File: src/source/icache_macros.svh
// Instruction cache geometry and bus width constants

`ifndef ICACHE_MACROS_SVH
`define ICACHE_MACROS_SVH

// Physical address width
`define ICACHE_AW         32

// Fetch word and bus beat width
`define ICACHE_DW         32

// log2 of line bytes, 16 byte lines
`define ICACHE_P_LINE     4

// log2 of set count
`define ICACHE_P_SETS     4

// log2 of way count
`define ICACHE_P_WAYS     2

// log2 of word bytes
`define ICACHE_WORD_LOG2  2

// Derived counts
`define ICACHE_WAYS       (1 << `ICACHE_P_WAYS)
`define ICACHE_SETS       (1 << `ICACHE_P_SETS)
`define ICACHE_WORDS      (1 << (`ICACHE_P_LINE - `ICACHE_WORD_LOG2))

// Lowest address bit of the tag
`define ICACHE_TAG_LSB    (`ICACHE_P_LINE + `ICACHE_P_SETS)

`endif

File: src/source/icache_pkg.sv
// Instruction cache types shared by the cache blocks and the bus side

`include "icache_macros.svh"

package icache_pkg;

   // Plain vectors with a meaning
   typedef logic [`ICACHE_AW-1:0]                       paddr_t;
   typedef logic [`ICACHE_DW-1:0]                       word_t;
   typedef logic [`ICACHE_P_SETS-1:0]                   set_idx_t;
   typedef logic [`ICACHE_AW-`ICACHE_TAG_LSB-1:0]       tag_addr_t;
   typedef logic [`ICACHE_P_WAYS-1:0]                   way_idx_t;
   // 3 is most recently used, 0 is the victim
   typedef logic [`ICACHE_P_WAYS-1:0]                   lru_rank_t;
   typedef logic [`ICACHE_P_LINE-`ICACHE_WORD_LOG2-1:0] beat_cnt_t;
   typedef logic [`ICACHE_WAYS-1:0]                     way_vec_t;

   typedef struct packed {
      logic       valid;
      tag_addr_t  tag;
   } tag_entry_t;

   // Burst read request, len is beats minus one
   typedef struct packed {
      logic       valid;
      paddr_t     addr;
      beat_cnt_t  len;
   } bus_req_t;

   typedef struct packed {
      logic       valid;
      word_t      data;
   } bus_beat_t;

   typedef struct packed {
      logic       valid;
      paddr_t     addr;
   } fetch_req_t;

   typedef enum logic [1:0] {
      S_IDLE  = 2'b00,
      S_FILL  = 2'b01,
      S_RETAG = 2'b11,
      S_BOOT  = 2'b10
   } ctrl_state_t;

endpackage

File: src/source/icache_refill.sv
// Instruction cache controller for the boot sweep, miss handling and burst refill

`timescale 1ns/1ps

`include "icache_macros.svh"

module icache_refill (
   input  logic                                          clk,
   input  logic                                          ibus_rst_n,
   // Lookup stage
   input  logic                                          req_pending,
   input  icache_pkg::paddr_t                            req_addr,
   input  logic                                          hit,
   input  icache_pkg::way_idx_t                          victim_way,
   input  icache_pkg::lru_rank_t  [`ICACHE_WAYS-1:0]     next_ranks,
   output logic                                          fetch_ready,
   output logic                                          rsp_valid,
   output logic                                          lookup_en,
   // Tag store write port
   output icache_pkg::way_vec_t                          tag_we,
   output icache_pkg::tag_entry_t                        tag_wr,
   output logic                                          rank_we,
   output icache_pkg::lru_rank_t  [`ICACHE_WAYS-1:0]     rank_wr,
   output icache_pkg::set_idx_t                          wr_set,
   // Data store write port
   output logic                                          data_wr_en,
   output icache_pkg::way_idx_t                          data_wr_way,
   output icache_pkg::beat_cnt_t                         data_wr_word,
   // Instruction bus
   output icache_pkg::bus_req_t                          bus_a,
   input  logic                                          bus_a_ready,
   input  icache_pkg::bus_beat_t                         bus_b
);

   icache_pkg::ctrl_state_t state_q;
   icache_pkg::ctrl_state_t state_d;
   icache_pkg::set_idx_t    boot_set_q;
   icache_pkg::beat_cnt_t   beat_q;
   icache_pkg::way_idx_t    fill_way_q;
   logic                    bus_req_q;
   logic                    in_boot;
   logic                    in_idle;
   logic                    miss;
   logic                    last_beat;

   assign in_boot   = (state_q == icache_pkg::S_BOOT);
   assign in_idle   = (state_q == icache_pkg::S_IDLE);
   assign miss      = in_idle && req_pending && !hit;
   assign last_beat = (state_q == icache_pkg::S_FILL) && bus_b.valid && (beat_q == '1);

   ////////////////////////////////////////
   // Control FSM
   ////////////////////////////////////////

   always_comb
   begin
      state_d = state_q;
      case (state_q)
         icache_pkg::S_BOOT:
            if (boot_set_q == '0)
               state_d = icache_pkg::S_IDLE;
         icache_pkg::S_IDLE:
            if (miss)
               state_d = icache_pkg::S_FILL;
         icache_pkg::S_FILL:
            if (last_beat)
               state_d = icache_pkg::S_RETAG;
         default:
            state_d = icache_pkg::S_IDLE;
      endcase
   end

   always_ff @(posedge clk or negedge ibus_rst_n)
   begin
      if (!ibus_rst_n)
      begin
         state_q    <= icache_pkg::S_BOOT;
         boot_set_q <= '1;
         beat_q     <= '0;
         bus_req_q  <= 1'b0;
      end
      else
      begin
         state_q <= state_d;
         // Sweep runs from the top set down to set 0
         if (in_boot)
            boot_set_q <= boot_set_q - 1'b1;
         if (data_wr_en)
            beat_q <= beat_q + 1'b1;
         if (miss)
            bus_req_q <= 1'b1;
         else if (bus_req_q && bus_a_ready)
            bus_req_q <= 1'b0;
      end
   end

   // Victim is fixed for the whole burst
   always_ff @(posedge clk)
   begin
      if (miss)
         fill_way_q <= victim_way;
   end

   ////////////////////////////////////////
   // Tag and rank writes
   ////////////////////////////////////////

   // Boot clears every way, a miss claims the victim
   always_comb
   begin
      tag_we = '0;
      tag_wr = '0;
      if (in_boot)
         tag_we = '1;
      else if (miss)
      begin
         tag_we[victim_way] = 1'b1;
         tag_wr.valid       = 1'b1;
         tag_wr.tag         = req_addr[`ICACHE_AW-1:`ICACHE_TAG_LSB];
      end
   end

   assign rank_we = in_boot || rsp_valid;

   // Seed ranks with the way number at boot
   always_comb
   begin
      for (int w = 0; w < `ICACHE_WAYS; w++)
         rank_wr[w] = in_boot ? icache_pkg::lru_rank_t'(w) : next_ranks[w];
   end

   assign wr_set = in_boot ? boot_set_q :
                   req_addr[`ICACHE_TAG_LSB-1:`ICACHE_P_LINE];

   // Beats land in word order
   assign data_wr_en   = (state_q == icache_pkg::S_FILL) && bus_b.valid;
   assign data_wr_way  = fill_way_q;
   assign data_wr_word = beat_q;

   ////////////////////////////////////////
   // Fetch side and bus request
   ////////////////////////////////////////

   assign fetch_ready = in_idle && !(req_pending && !hit);
   assign rsp_valid   = in_idle && req_pending && hit;
   // Reread the held request once the line is in place
   assign lookup_en   = (state_q == icache_pkg::S_RETAG);

   always_comb
   begin
      bus_a.valid = bus_req_q;
      bus_a.addr  = {req_addr[`ICACHE_AW-1:`ICACHE_P_LINE], {`ICACHE_P_LINE{1'b0}}};
      bus_a.len   = '1;
   end

endmodule

File: config.mk
export PLATFORM = sky130hd
export DESIGN_NAME = icache_refill
export DESIGN_NICKNAME = d
export VERILOG_FILES = /design/src/source/icache_pkg.sv /design/src/source/icache_refill.sv
export VERILOG_INCLUDE_DIRS = /design/src /design/src/source
export SDC_FILE = /design/constraint.sdc
export NUM_CORES = 1
export LEC_CHECK = 0
export BUFFER_PORTS_ARGS = -buffer_cell sky130_fd_sc_hd__buf_2
export CAP_MARGIN = 25
export CELL_PAD_IN_SITES_DETAIL_PLACEMENT = 0
export CELL_PAD_IN_SITES_GLOBAL_PLACEMENT = 1
export CORE_MARGIN = 5
export CORE_UTILIZATION = 18
export CTS_CLUSTER_SIZE = 20
export DETAILED_ROUTE_END_ITERATION = 10
export GPL_TIMING_DRIVEN = 0
export PLACE_DENSITY = 0.86
export SYNTH_ARGS = -nofsm -noshare
export SYNTH_HDL_FRONTEND = slang
export SYNTH_SLANG_ARGS = --single-unit
File: constraint.sdc
create_clock -name clk -period 1.6 [get_ports clk]
set_input_delay 0.32 -clock clk [delete_from_list [all_inputs] [get_ports clk]]
set_output_delay 0.32 -clock clk [all_outputs]
set_load 0.01 [all_outputs]
# Word level (Yosys, flattened, before mapping)
# Index checks and enable logic that the tools add are counted.
# totals
ff_bits	11
output_inout_bits	85
# op_classes
add_sub_neg	2
magnitude_cmp	2
eq_ne	7
mux	17
n_reduce_logical	16
# op_table
operator	n
$mux W25	2
$mux W2	7
$mux W4	3
$logic_and A1 B1 Y1	9
$eq A2 B2 Y1 const B	3
$pmux W2 S3	1
$logic_not A4 Y1	1
$ne A2 B1 Y1 const B	2
$sub A4 B1 Y4 const B	1
$lt A2 B3 Y1 const B	1
$mux W1	3
$reduce_and A3 Y1	1
$add A2 B1 Y2 const B	1
$demux W1 S2	1
$eq A2 B1 Y1 const B	1
$ge A2 B1 Y1 const B	1
$logic_not A1 Y1	2
$logic_not A2 Y1	1
$ne A2 B2 Y1 const B	1
$reduce_bool A2 Y1	1
$logic_or A1 B1 Y1	1

# Longest topological paths before layout
# Gate-level depths: netlist (run 1).
# depth
ltp_word	6
mapped_depth	6
mapped_depth_nobuf	5

# Least setup slack after synthesis (run 1)
# OpenSTA, ideal clock, no wires.
# synth_timing
path_type	flip-flop to output port
from	register state_q[1]
to	output port wr_set[0]
arrival_ps	1192
required_time_ps	1280
setup_slack_ps	88
path_stages_with_launch	5
n_path_buf	2
path_cell_list	dfstp_2 -> nand2b_1 -> buf_4 -> buf_2 -> o21ai_0
# synth_via
elab_chain_cells	2
# synth_lines
item	line	rtl
start, declared	icache_refill.sv:35	icache_pkg::ctrl_state_t state_q;
start signal, assigned	icache_refill.sv:77	state_q <= icache_pkg::S_BOOT;
start signal, assigned	icache_refill.sv:84	state_q <= state_d;
$eq A2 B2 Y1	icache_refill.sv:46	assign in_boot = (state_q == icache_pkg::S_BOOT);
$mux W4	icache_refill.sv:132	assign wr_set = in_boot ? boot_set_q :
end, declared	icache_refill.sv:24	output icache_pkg::set_idx_t wr_set,
# Every way passes these cells.

==> flow_metrics.tcl, run 1 <==
set metrics [dict create \
    syn_to_final_growth_pct 114 \
    status "finished with violations" \
    ys_seq_area_frac 0.261 \
    skew_ps 7.39 \
    place_hpwl_mm 3.15 \
    critical_path_arrival_ps 1460 \
    timing.fmax_mhz 561 \
    p_per_area_nw_per_um2 835 \
    hold_violations 0 \
    worstPathCellList "nor2_4, nand3_4, inv_6, buf_4, and2_4, buf_6" \
    num_vias 1337 \
    rows 28 \
    dpl-instance-area_sq_um 1840 \
    start_kind "flip-flop" \
    timing.final.crit_period_ps 1780 \
    whs_ps 264 \
    grt_pass1_vias 1347 \
    die_x_um 88.8 \
    synth_top_area_frac 0.242 \
    firstDrtPassIters 4 \
    htreeDepth 1 \
    design_area_sq_um 2390 \
    pwr-share-clk 0.137 \
    hp-class "primary input to flip-flop" \
    die-area_sq_um 7890 \
    endpoint_kind "primary output" \
    fin_ws_ps -183 \
    cts_buffers 3 \
    finalWirelength_mm 4.27 \
    p_comb_frac 0.586 \
    power_frac_seq 0.277 \
    netlist_top_cells_area "buf_4 (24%), dfstp_2 (12%), and2_2 (10%), dfrtp_1 (8.9%), and2_1 (7.8%)" \
    ctsRootBufferMaster "clkbuf_8" \
    die_h_um 88.8 \
    grt.total_usage 0.0957 \
    final_common_cell "buf_2" \
    crit_required_ps 1280 \
    synth.distinct_cells 28 \
    tns_ps -5750 \
    num_io_pins 165 \
    maxCapViolations 0 \
    cts_sinks 11 \
    fp.coreArea_sq_um 5990 \
    antenna_found_initial 0 \
    p_total_mw 2.00 \
    report.final.slew_viol_count 0 \
    start_util 0.187 \
    layout_common_cells "buf_2 (89), buf_4 (44), buf_6 (42), and2_4 (24), conb_1 (6)" \
    grt_max_degree 11 \
    criticalPathCategory "flip-flop to primary output" \
    violations "setup timing" \
    cp_top_family "flip-flops" \
    grt_pass1_wl_mm 5.96 \
    place_congestion 0.666 \
    switching_share 0.360 \
    leakage_nw 1.35 \
    fin_crit_sh 1.11 \
    cpPeakStageDelay_ps 580 \
    rsz0062_at_grt "yes" \
    critical_path.slowest_cell "dfstp_2" \
    drt_iter0_drc 11 \
    fin_nets 361 \
    final_core_util 0.399 \
    drc 0 \
    ys_ff_latch 11 \
    antennaDiodeCount 0 \
    p_int_mw 1.28 \
    crit_path_max_fanout 6 \
    grt-ovfl-total 0 \
    synthCells 131 \
    peakVddDrop_mv 0.370 \
    post_drt_via_cell_ratio 3.79 \
    power_switching_uw 719 \
    synth_top_area_cell "buf_4" \
    cts_tree "yes" \
    post_route_cells_drive_above_1_share 0.849 \
    wl_per_cell_um 12.1 \
    ant_nets 0 \
    port_buffers 122 \
    critPathBufInv 3 \
    synth_area_sq_um 1120 \
    clock_path_buffers 2 \
    clk_pin_slew_ps 50 \
    synth_area_per_cell_sq_um 8.54 \
    yosysWarnings 0 \
    setup_viol 43 \
    clk_latency_ps 240 \
]
[cells in the mapped netlist]
master    number
buf_4         36
and2_2        15
and2_1        14
nand2_1        8
inv_1          7
dfstp_2        5
nand2b_1       5
o21ai_0        5
dfrtp_1        4
nor2_1         4
buf_6          3
mux2_2         3
xor2_1         3
conb_1         2
edfxtp_1       2
ha_1           2
nand3_1        2
a21boi_0       1
a21o_1         1
a21oi_1        1
buf_2          1
inv_4          1
nand3_2        1
nand3b_1       1
nor2_2         1
nor4_4         1
o31ai_1        1
xnor2_1        1
[layer usage]
| layer | global-route usage | vias up | routed length [um] |
|---|---|---|---|
| met3 | 0.0289 | 2 | 396 |
| li1 | - | 660 | - |
| met4 | 0.0288 | 0 | 15 |
| met5 | 0 | - | 0 |
| met1 | 0.101 | 609 | 1460 |
| met2 | 0.181 | 66 | 2400 |
[cell type report]
class / instances / area [sq um]
repair buffers: 138 / 976
well taps: 75 / 93.8
inverters: 8 / 35.0
flip-flops and latches: 11 / 292
plain buffers: 40 / 323
clock inverters: 1 / 5.00
repair inverters: 1 / 3.75
multi-input cells: 76 / 622
clock buffers: 3 / 41.3
fillers: 632 / 3600
[final timing paths]
check                                startpoint         endpoint  slack, ps  cells past startpoint
worst max-delay path                 state_q[1]       tag_wr[11]       -180                      6
worst min-delay path                bus_a_ready        bus_req_q        260                      2
worst max register to register       state_q[1]       state_q[1]        190                      6
worst min register to register  data_wr_word[0]  data_wr_word[0]        500                      1
max in group asynchronous            ibus_rst_n    boot_set_q[2]        880                      2
min in group asynchronous            ibus_rst_n  data_wr_word[0]        460                      2
[power by group through the flow]
| stage | Combinational [mW] | Clock (mW) | Sequential [mW] |
|---|---|---|---|
| after floorplan | 0.487 | 0 | 0.549 |
| after global placement | 0.803 | 0 | 0.550 |
| after detailed placement | 0.815 | 0 | 0.557 |
| after CTS | 1.02 | 0.288 | 0.556 |
| after global routing | 1.28 | 0.302 | 0.577 |
| final | 1.17 | 0.274 | 0.552 |
[sequential cells by signal, indices dropped and copies added (netlist names)]
register,cells
data_wr_way,2
boot_set_q,4
state_q,2
bus_req_q,1
data_wr_word,2
[stage by stage]
| step | instances | worst slack (ps) |
|---|---|---|
| after floorplan | 135 | 87.7 |
| after global placement | 332 | -11.5 |
| after detailed placement | 332 | -11.5 |
| after CTS | 349 | -166 |
| after global routing | 353 | -255 |
| final | 353 | -183 |
[worst reg2reg max path, stage by stage, from the launching register on]
cell,delay [ps]
dfstp_2,580
nand2b_1,80
buf_6,150
buf_6,140
buf_4,140
a21oi_1,160
a21o_1,110
[logic make-up after synthesis]
family	share of synthesized area
and+or+nand+nor	0.296
buffers and inverters	0.305
DFF	0.261
AOI/OAI and AO/OA	0.0470
xor gates and xnor gates	0.0313
muxes	0.0302
adders and majority gates	0.0224
other	0.00671
[repair_timing]
item,4_1_cts,5_1_grt
gates cloned,3,1
hold buffers,1,0
pin swaps,26,3
setup buffers,9,3
gates resized for setup,57,34
hold endpoints to repair,4,0
setup endpoints to repair,41,45
Note: power is estimated with default switching activity, not from simulation.
==> run 2, diff against run 1 <==
--- a/config.mk
+++ b/config.mk
@@ -14,7 +14,6 @@
 export CORE_UTILIZATION = 18
 export CTS_CLUSTER_SIZE = 20
 export DETAILED_ROUTE_END_ITERATION = 10
-export GPL_TIMING_DRIVEN = 0
 export PLACE_DENSITY = 0.86
 export SYNTH_ARGS = -nofsm -noshare
 export SYNTH_HDL_FRONTEND = slang
==> run 2 against run 1 <==
Die area is the same. Clock skew about the same. Flip-flop and latch count stayed put. Sequential share of layout area increased by 1.3 points. The flow still finishes with violations (setup timing). Utilization fell by 3.8 points.
==> flow_metrics.tcl, run 2 (synthesized netlist as in run 1, its figures left out) <==
set metrics [dict create \
    violations "setup timing" \
    setup_viol 42 \
    cpPeakStageDelay_ps 570 \
    tns_ps -4600 \
    crit_required_ps 1280 \
    whs_ps 279 \
    rsz0062_at_grt "yes" \
    die-area_sq_um 7890 \
    instances_no_fill 315 \
    port_buffers 122 \
    report.final.slew_viol_count 0 \
    place_congestion 0.759 \
    clk_latency_ps 240 \
    firstDrtPassIters 4 \
    die_h_um 88.8 \
    timing.fmax_mhz 570 \
    clk_pin_slew_ps 50 \
    antenna_found_initial 0 \
    hold_violations 0 \
    largest_reg_flops 4 \
    num_vias 1200 \
    wl_per_cell_um 12.7 \
    final_core_util 0.361 \
    status "finished with violations" \
    cts_buffers 3 \
    p_per_area_nw_per_um2 907 \
    maxCapViolations 0 \
    ctsRootBufferMaster "clkbuf_8" \
    drt_iter0_drc 10 \
    dpl-instance-area_sq_um 1590 \
    num_io_pins 165 \
    antennaDiodeCount 0 \
    fin_ws_ps -155 \
    grt_max_degree 13 \
    post_drt_via_cell_ratio 3.81 \
    grt_pass1_wl_mm 5.11 \
    finalWirelength_mm 4.01 \
    critical_path.slowest_cell "dfstp_2" \
    htreeDepth 1 \
    design_area_sq_um 2160 \
    critical_path_arrival_ps 1430 \
    peakVddDrop_mv 0.375 \
    start_kind "flip-flop" \
    dp_cells 299 \
    leakage_nw 1.19 \
    layout_common_cells "buf_2 (90), buf_6 (37), and2_4 (25), buf_4 (8)" \
    p_total_mw 1.96 \
    fp.coreArea_sq_um 5990 \
    cts_sinks 11 \
    skew_ps 7.25 \
    rows 28 \
    crit_path_max_fanout 5 \
    syn_to_final_growth_pct 93.2 \
    criticalPathCategory "flip-flop to primary output" \
    grt_pass1_vias 1155 \
    register_area_sq_um 292 \
    regMostFlops "boot_set_q" \
    post_route_cells_drive_above_1_share 0.825 \
    start_util 0.187 \
    drc 0 \
    endpoint_kind "primary output" \
    fin_nets 323 \
    cts_tree "yes" \
    multiInputGateArea_sq_um 652 \
    grt.total_usage 0.0829 \
    fin_crit_sh 1.10 \
    hp-class "primary input to flip-flop" \
    die_x_um 88.8 \
    n_fill_cell 629 \
    timing.final.crit_period_ps 1750 \
    place_hpwl_mm 2.86 \
    dp_slack_ps 53.5 \
    worstPathCellList "buf_6, nand2b_4, mux2_2, buf_2" \
    clock_path_buffers 2 \
    grt-ovfl-total 0 \
    ant_nets 0 \
    final_common_cell "buf_2" \
]
[run 2: cell types whose count changed in the layout (fill, tap and decap cells not counted), sizes merged]
cell	change
buf	-37
inv	-1
[run 2: power breakdown]
group	internal [mW]	switching, mW	total [mW]
registers	0.437	0.112	0.549
clock network	0.171	0.100	0.271
logic	0.632	0.508	1.14
total	1.24	0.720	1.96
[run 2: critical path: cells and delay by family (launching register included)]
family,cells,cell delay (ps)
flops,1,570
buf+inv,2,260
mux,1,280
simple gates,1,90
[run 2: path summary, 6_finish.rpt]
kind	slack, ps	start	cells past startpoint	endpoint
min	280	bus_a_ready	2	bus_req_q
max reg2reg	170	state_q[1]	6	boot_set_q[2]
min in group asynchronous	480	ibus_rst_n	2	data_wr_word[0]
max in group asynchronous	860	ibus_rst_n	2	boot_set_q[1]
min reg2reg	500	data_wr_word[0]	1	data_wr_word[0]
max	-150	state_q[1]	4	wr_set[2]
[run 2: metal layers]
| metal | routed length [um] | vias up | global-route usage | share of wire |
|---|---|---|---|---|
| li1 | - | 582 | - | - |
| met5 | 0 | - | 0 | 0 |
| met2 | 2280 | 65 | 0.153 | 0.57 |
| met1 | 1290 | 549 | 0.0885 | 0.32 |
| met3 | 387 | 4 | 0.0233 | 0.096 |
| met4 | 54 | 0 | 0.0316 | 0.013 |
[run 2: area by class of cell]
| class | instances | share of cell area |
|---|---|---|
| Inverter | 8 | 0.0174 |
| Multi-Input combinational cell | 76 | 0.302 |
| Sequential cell | 11 | 0.135 |
| Clock buffer | 3 | 0.0191 |
| Clock inverter | 1 | 0.00232 |
| Timing Repair Buffer | 141 | 0.481 |
| Tap cell | 75 | 0.0434 |
[run 2: timing repair]
item / in CTS / in global routing
hold endpoints to repair: 4 / 0
cloned: 1 / 1
setup endpoints to repair: 42 / 46
pin swaps: 8 / 12
gates resized for setup: 39 / 57
buffers inserted: 8 / 2
hold buffers: 1 / 0
==> run 3, diff against run 2 <==
--- a/config.mk
+++ b/config.mk
@@ -6,15 +6,16 @@
 export SDC_FILE = /design/constraint.sdc
 export NUM_CORES = 1
 export LEC_CHECK = 0
+export ABC_AREA = 1
 export BUFFER_PORTS_ARGS = -buffer_cell sky130_fd_sc_hd__buf_2
 export CAP_MARGIN = 25
 export CELL_PAD_IN_SITES_DETAIL_PLACEMENT = 0
 export CELL_PAD_IN_SITES_GLOBAL_PLACEMENT = 1
 export CORE_MARGIN = 5
-export CORE_UTILIZATION = 18
+export CORE_UTILIZATION = 17
 export CTS_CLUSTER_SIZE = 20
 export DETAILED_ROUTE_END_ITERATION = 10
-export PLACE_DENSITY = 0.86
+export PLACE_DENSITY = 0.84
 export SYNTH_ARGS = -nofsm -noshare
 export SYNTH_HDL_FRONTEND = slang
 export SYNTH_SLANG_ARGS = --single-unit
==> run 3 against run 2 <==
The flow still finishes with violations (setup timing). Register-to-register slack is essentially flat. Sequential power fell by 8.9%. Synthesized cell count up 37%. Final cell count up 16%. Setup slack better by 92 ps. Utilization is 7.4 points lower. Combinational power fell by 20%.
==> flow_metrics.tcl, run 3 <==
set metrics [dict create \
    status "finished with violations" \
    violations "setup timing" \
    ys.flop_type "dfstp_2" \
    regMostFlops "boot_set_q" \
    synth_area_sq_um 1160 \
    antenna_found_initial 0 \
    fin_crit_sh 1.04 \
    drt_iter0_drc 23 \
    ant_nets 0 \
    p_per_area_nw_per_um2 877 \
    antennaDiodeCount 0 \
    reg2reg_depth 6 \
    setup_viol 41 \
    report.final.slew_viol_count 0 \
    ctsRootBufferMaster "clkbuf_8" \
    synthCells 180 \
    rr_startpoint "state_q[0]" \
    synth_top_area_cell "buf_4" \
    netlist_top_cells_area "buf_4 (24%), inv_1 (13%), nor2_1 (12%), dfstp_2 (11%), dfrtp_1 (8.6%)" \
    post_route_cells_drive_above_1_share 0.608 \
    cts_sinks 11 \
    finalWirelength_mm 3.58 \
    endpoint_kind "primary output" \
    synth_area_per_cell_sq_um 6.46 \
    rr_endpoint "data_wr_way[1]" \
    clock_path_buffers 2 \
    start_kind "flip-flop" \
    clk_pin_slew_ps 50 \
    p_total_mw 1.69 \
    final_core_util 0.286 \
    critical_path_arrival_ps 1340 \
    ys_seq_area_frac 0.251 \
    port_buffers 122 \
    n_fill_cell 737 \
    timing.fmax_mhz 601 \
    design_area_sq_um 1920 \
    synth_edf_count 2 \
    num_vias 1324 \
    largest_reg_flops 4 \
    synthArstFlopShare 0.818 \
    hp-class "primary input to flip-flop" \
    peakVddDrop_mv 0.534 \
    htreeDepth 1 \
    dpl-instance-area_sq_um 1620 \
    cts_tree "yes" \
    place_hpwl_mm 2.99 \
    wl_per_cell_um 9.79 \
    grt.total_usage 0.0758 \
    place_congestion 0.700 \
    die_x_um 92.7 \
    r2r_slack_ps 160 \
    fin_ws_ps -62.7 \
    cts_buffers 3 \
    leakage_nw 1.24 \
    grt_pass1_wl_mm 5.45 \
    grt_pass1_vias 1253 \
    grt-ovfl-total 0 \
    timing.final.crit_period_ps 1660 \
    min_from "bus_a_ready" \
    post_drt_via_cell_ratio 3.62 \
    hold_end "bus_req_q" \
    fp.coreArea_sq_um 6720 \
    drc 0 \
    die-area_sq_um 8600 \
    skew_ps 6.88 \
    fin_nets 369 \
    clk_latency_ps 240 \
    final_common_cell "buf_2" \
    die_h_um 92.7 \
    crit_path_max_fanout 5 \
    yosysMostFrequentCell "inv_1" \
    rsz0062_at_grt "yes" \
    yosysWarnings 0 \
    crit_required_ps 1280 \
    rows 30 \
    grt_max_degree 17 \
    num_io_pins 165 \
    ys_ff_latch 11 \
    syn_to_final_growth_pct 65.4 \
    maxCapViolations 0 \
    firstDrtPassIters 2 \
    synth.distinct_cells 24 \
    start_util 0.173 \
    synth_common_cells "inv_1 (41), buf_4 (37), nor2_1 (36)" \
    layout_common_cells "buf_2 (115), inv_1 (41), nor2_1 (25), nand2_1 (19), buf_6 (11)" \
    synth_top_area_frac 0.239 \
    hold_violations 0 \
    criticalPathCategory "flip-flop to primary output" \
    hold_depth 2 \
]
==> run 3: cell count changes in the layout (fill, tap and decap cells not counted), sizes merged, moves of 2 or more <==
| cell | change |
|---|---|
| o21ai | +4 |
| buf | -2 |
| nand2b | -5 |
| mux2 | -3 |
| or2 | +4 |
| nor2 | +33 |
| inv | +35 |
| xor2 | -2 |
| nand2 | +16 |
| and2 | -29 |
==> run 3: cells by family after synthesis <==
logic type	share of synthesized area
AOI/OAI and AO/OA	0.0430
xor gates and xnor gates	0.0151
adders and majority gates	0.0215
buffers and inverters	0.406
DFF	0.251
other	0.00645
and+or+nand+nor	0.257
==> run 3: power by group <==
| group | internal, mW | total [mW] | switching (mW) |
|---|---|---|---|
| clock network | 0.175 | 0.275 | 0.101 |
| logic | 0.412 | 0.913 | 0.501 |
| registers | 0.417 | 0.500 | 0.0831 |
==> run 3: final cells by class <==
cell class,count,area [sq um],area share
clock buffers,4,45.0,0.0234
inverters,43,161,0.0839
multi-input cells,90,508,0.264
flip-flops and latches,11,293,0.152
well taps,80,100,0.0520
repair buffers,138,817,0.425
==> run 3: critical path, stage by stage (launching register included) <==
cell and delay (ps):
dfstp_2 590, inv_2 70, nor2_4 110, buf_12 120, nor2_2 30, nor2_1 60, buf_2 130
==> run 3: timing repair <==
| action | in CTS | in global routing |
|---|---|---|
| resized for setup | 11 | 31 |
| endpoints found under the hold margin | 4 | 0 |
| gates cloned | 0 | 1 |
| hold buffers | 1 | 0 |
| setup endpoints to repair | 41 | 43 |
| pin swaps | 1 | 4 |
| setup buffers | 7 | 3 |
==> run 3: worst max-delay path by stage <==
stage | cells after the start | slack [ps] | to | start
floorplan | 3 | 210 | wr_set[0] | state_q[1]
CTS | 4 | -80 | wr_set[3] | state_q[1]
detailed placement | 5 | 50 | tag_wr[10] | state_q[1]
global route | 6 | -160 | wr_set[2] | state_q[1]
global placement | 5 | 70 | tag_wr[14] | state_q[1]
finish | 6 | -60 | wr_set[2] | state_q[1]
==> run 3: through the flow <==
stage | worst slack (ps) | instances | TNS, ps | hold WS (ps)
after floorplan | 213 | 184 | 0 | 24.4
after global placement | 68.4 | 350 | 0 | 195
after detailed placement | 51.6 | 350 | 0 | 188
after CTS | -75.9 | 362 | -2350 | 292
after global routing | -159 | 366 | -4950 | 296
final | -62.7 | 366 | -1910 | 289
==> run 3: metal layers <==
metal / vias up / global-route usage / wire length (um)
li1: 686 / - / -
met1: 571 / 0.0855 / 1360
met2: 63 / 0.143 / 1880
met3: 4 / 0.0162 / 294
met4: 0 / 0.0195 / 54
met5: - / 0 / 0
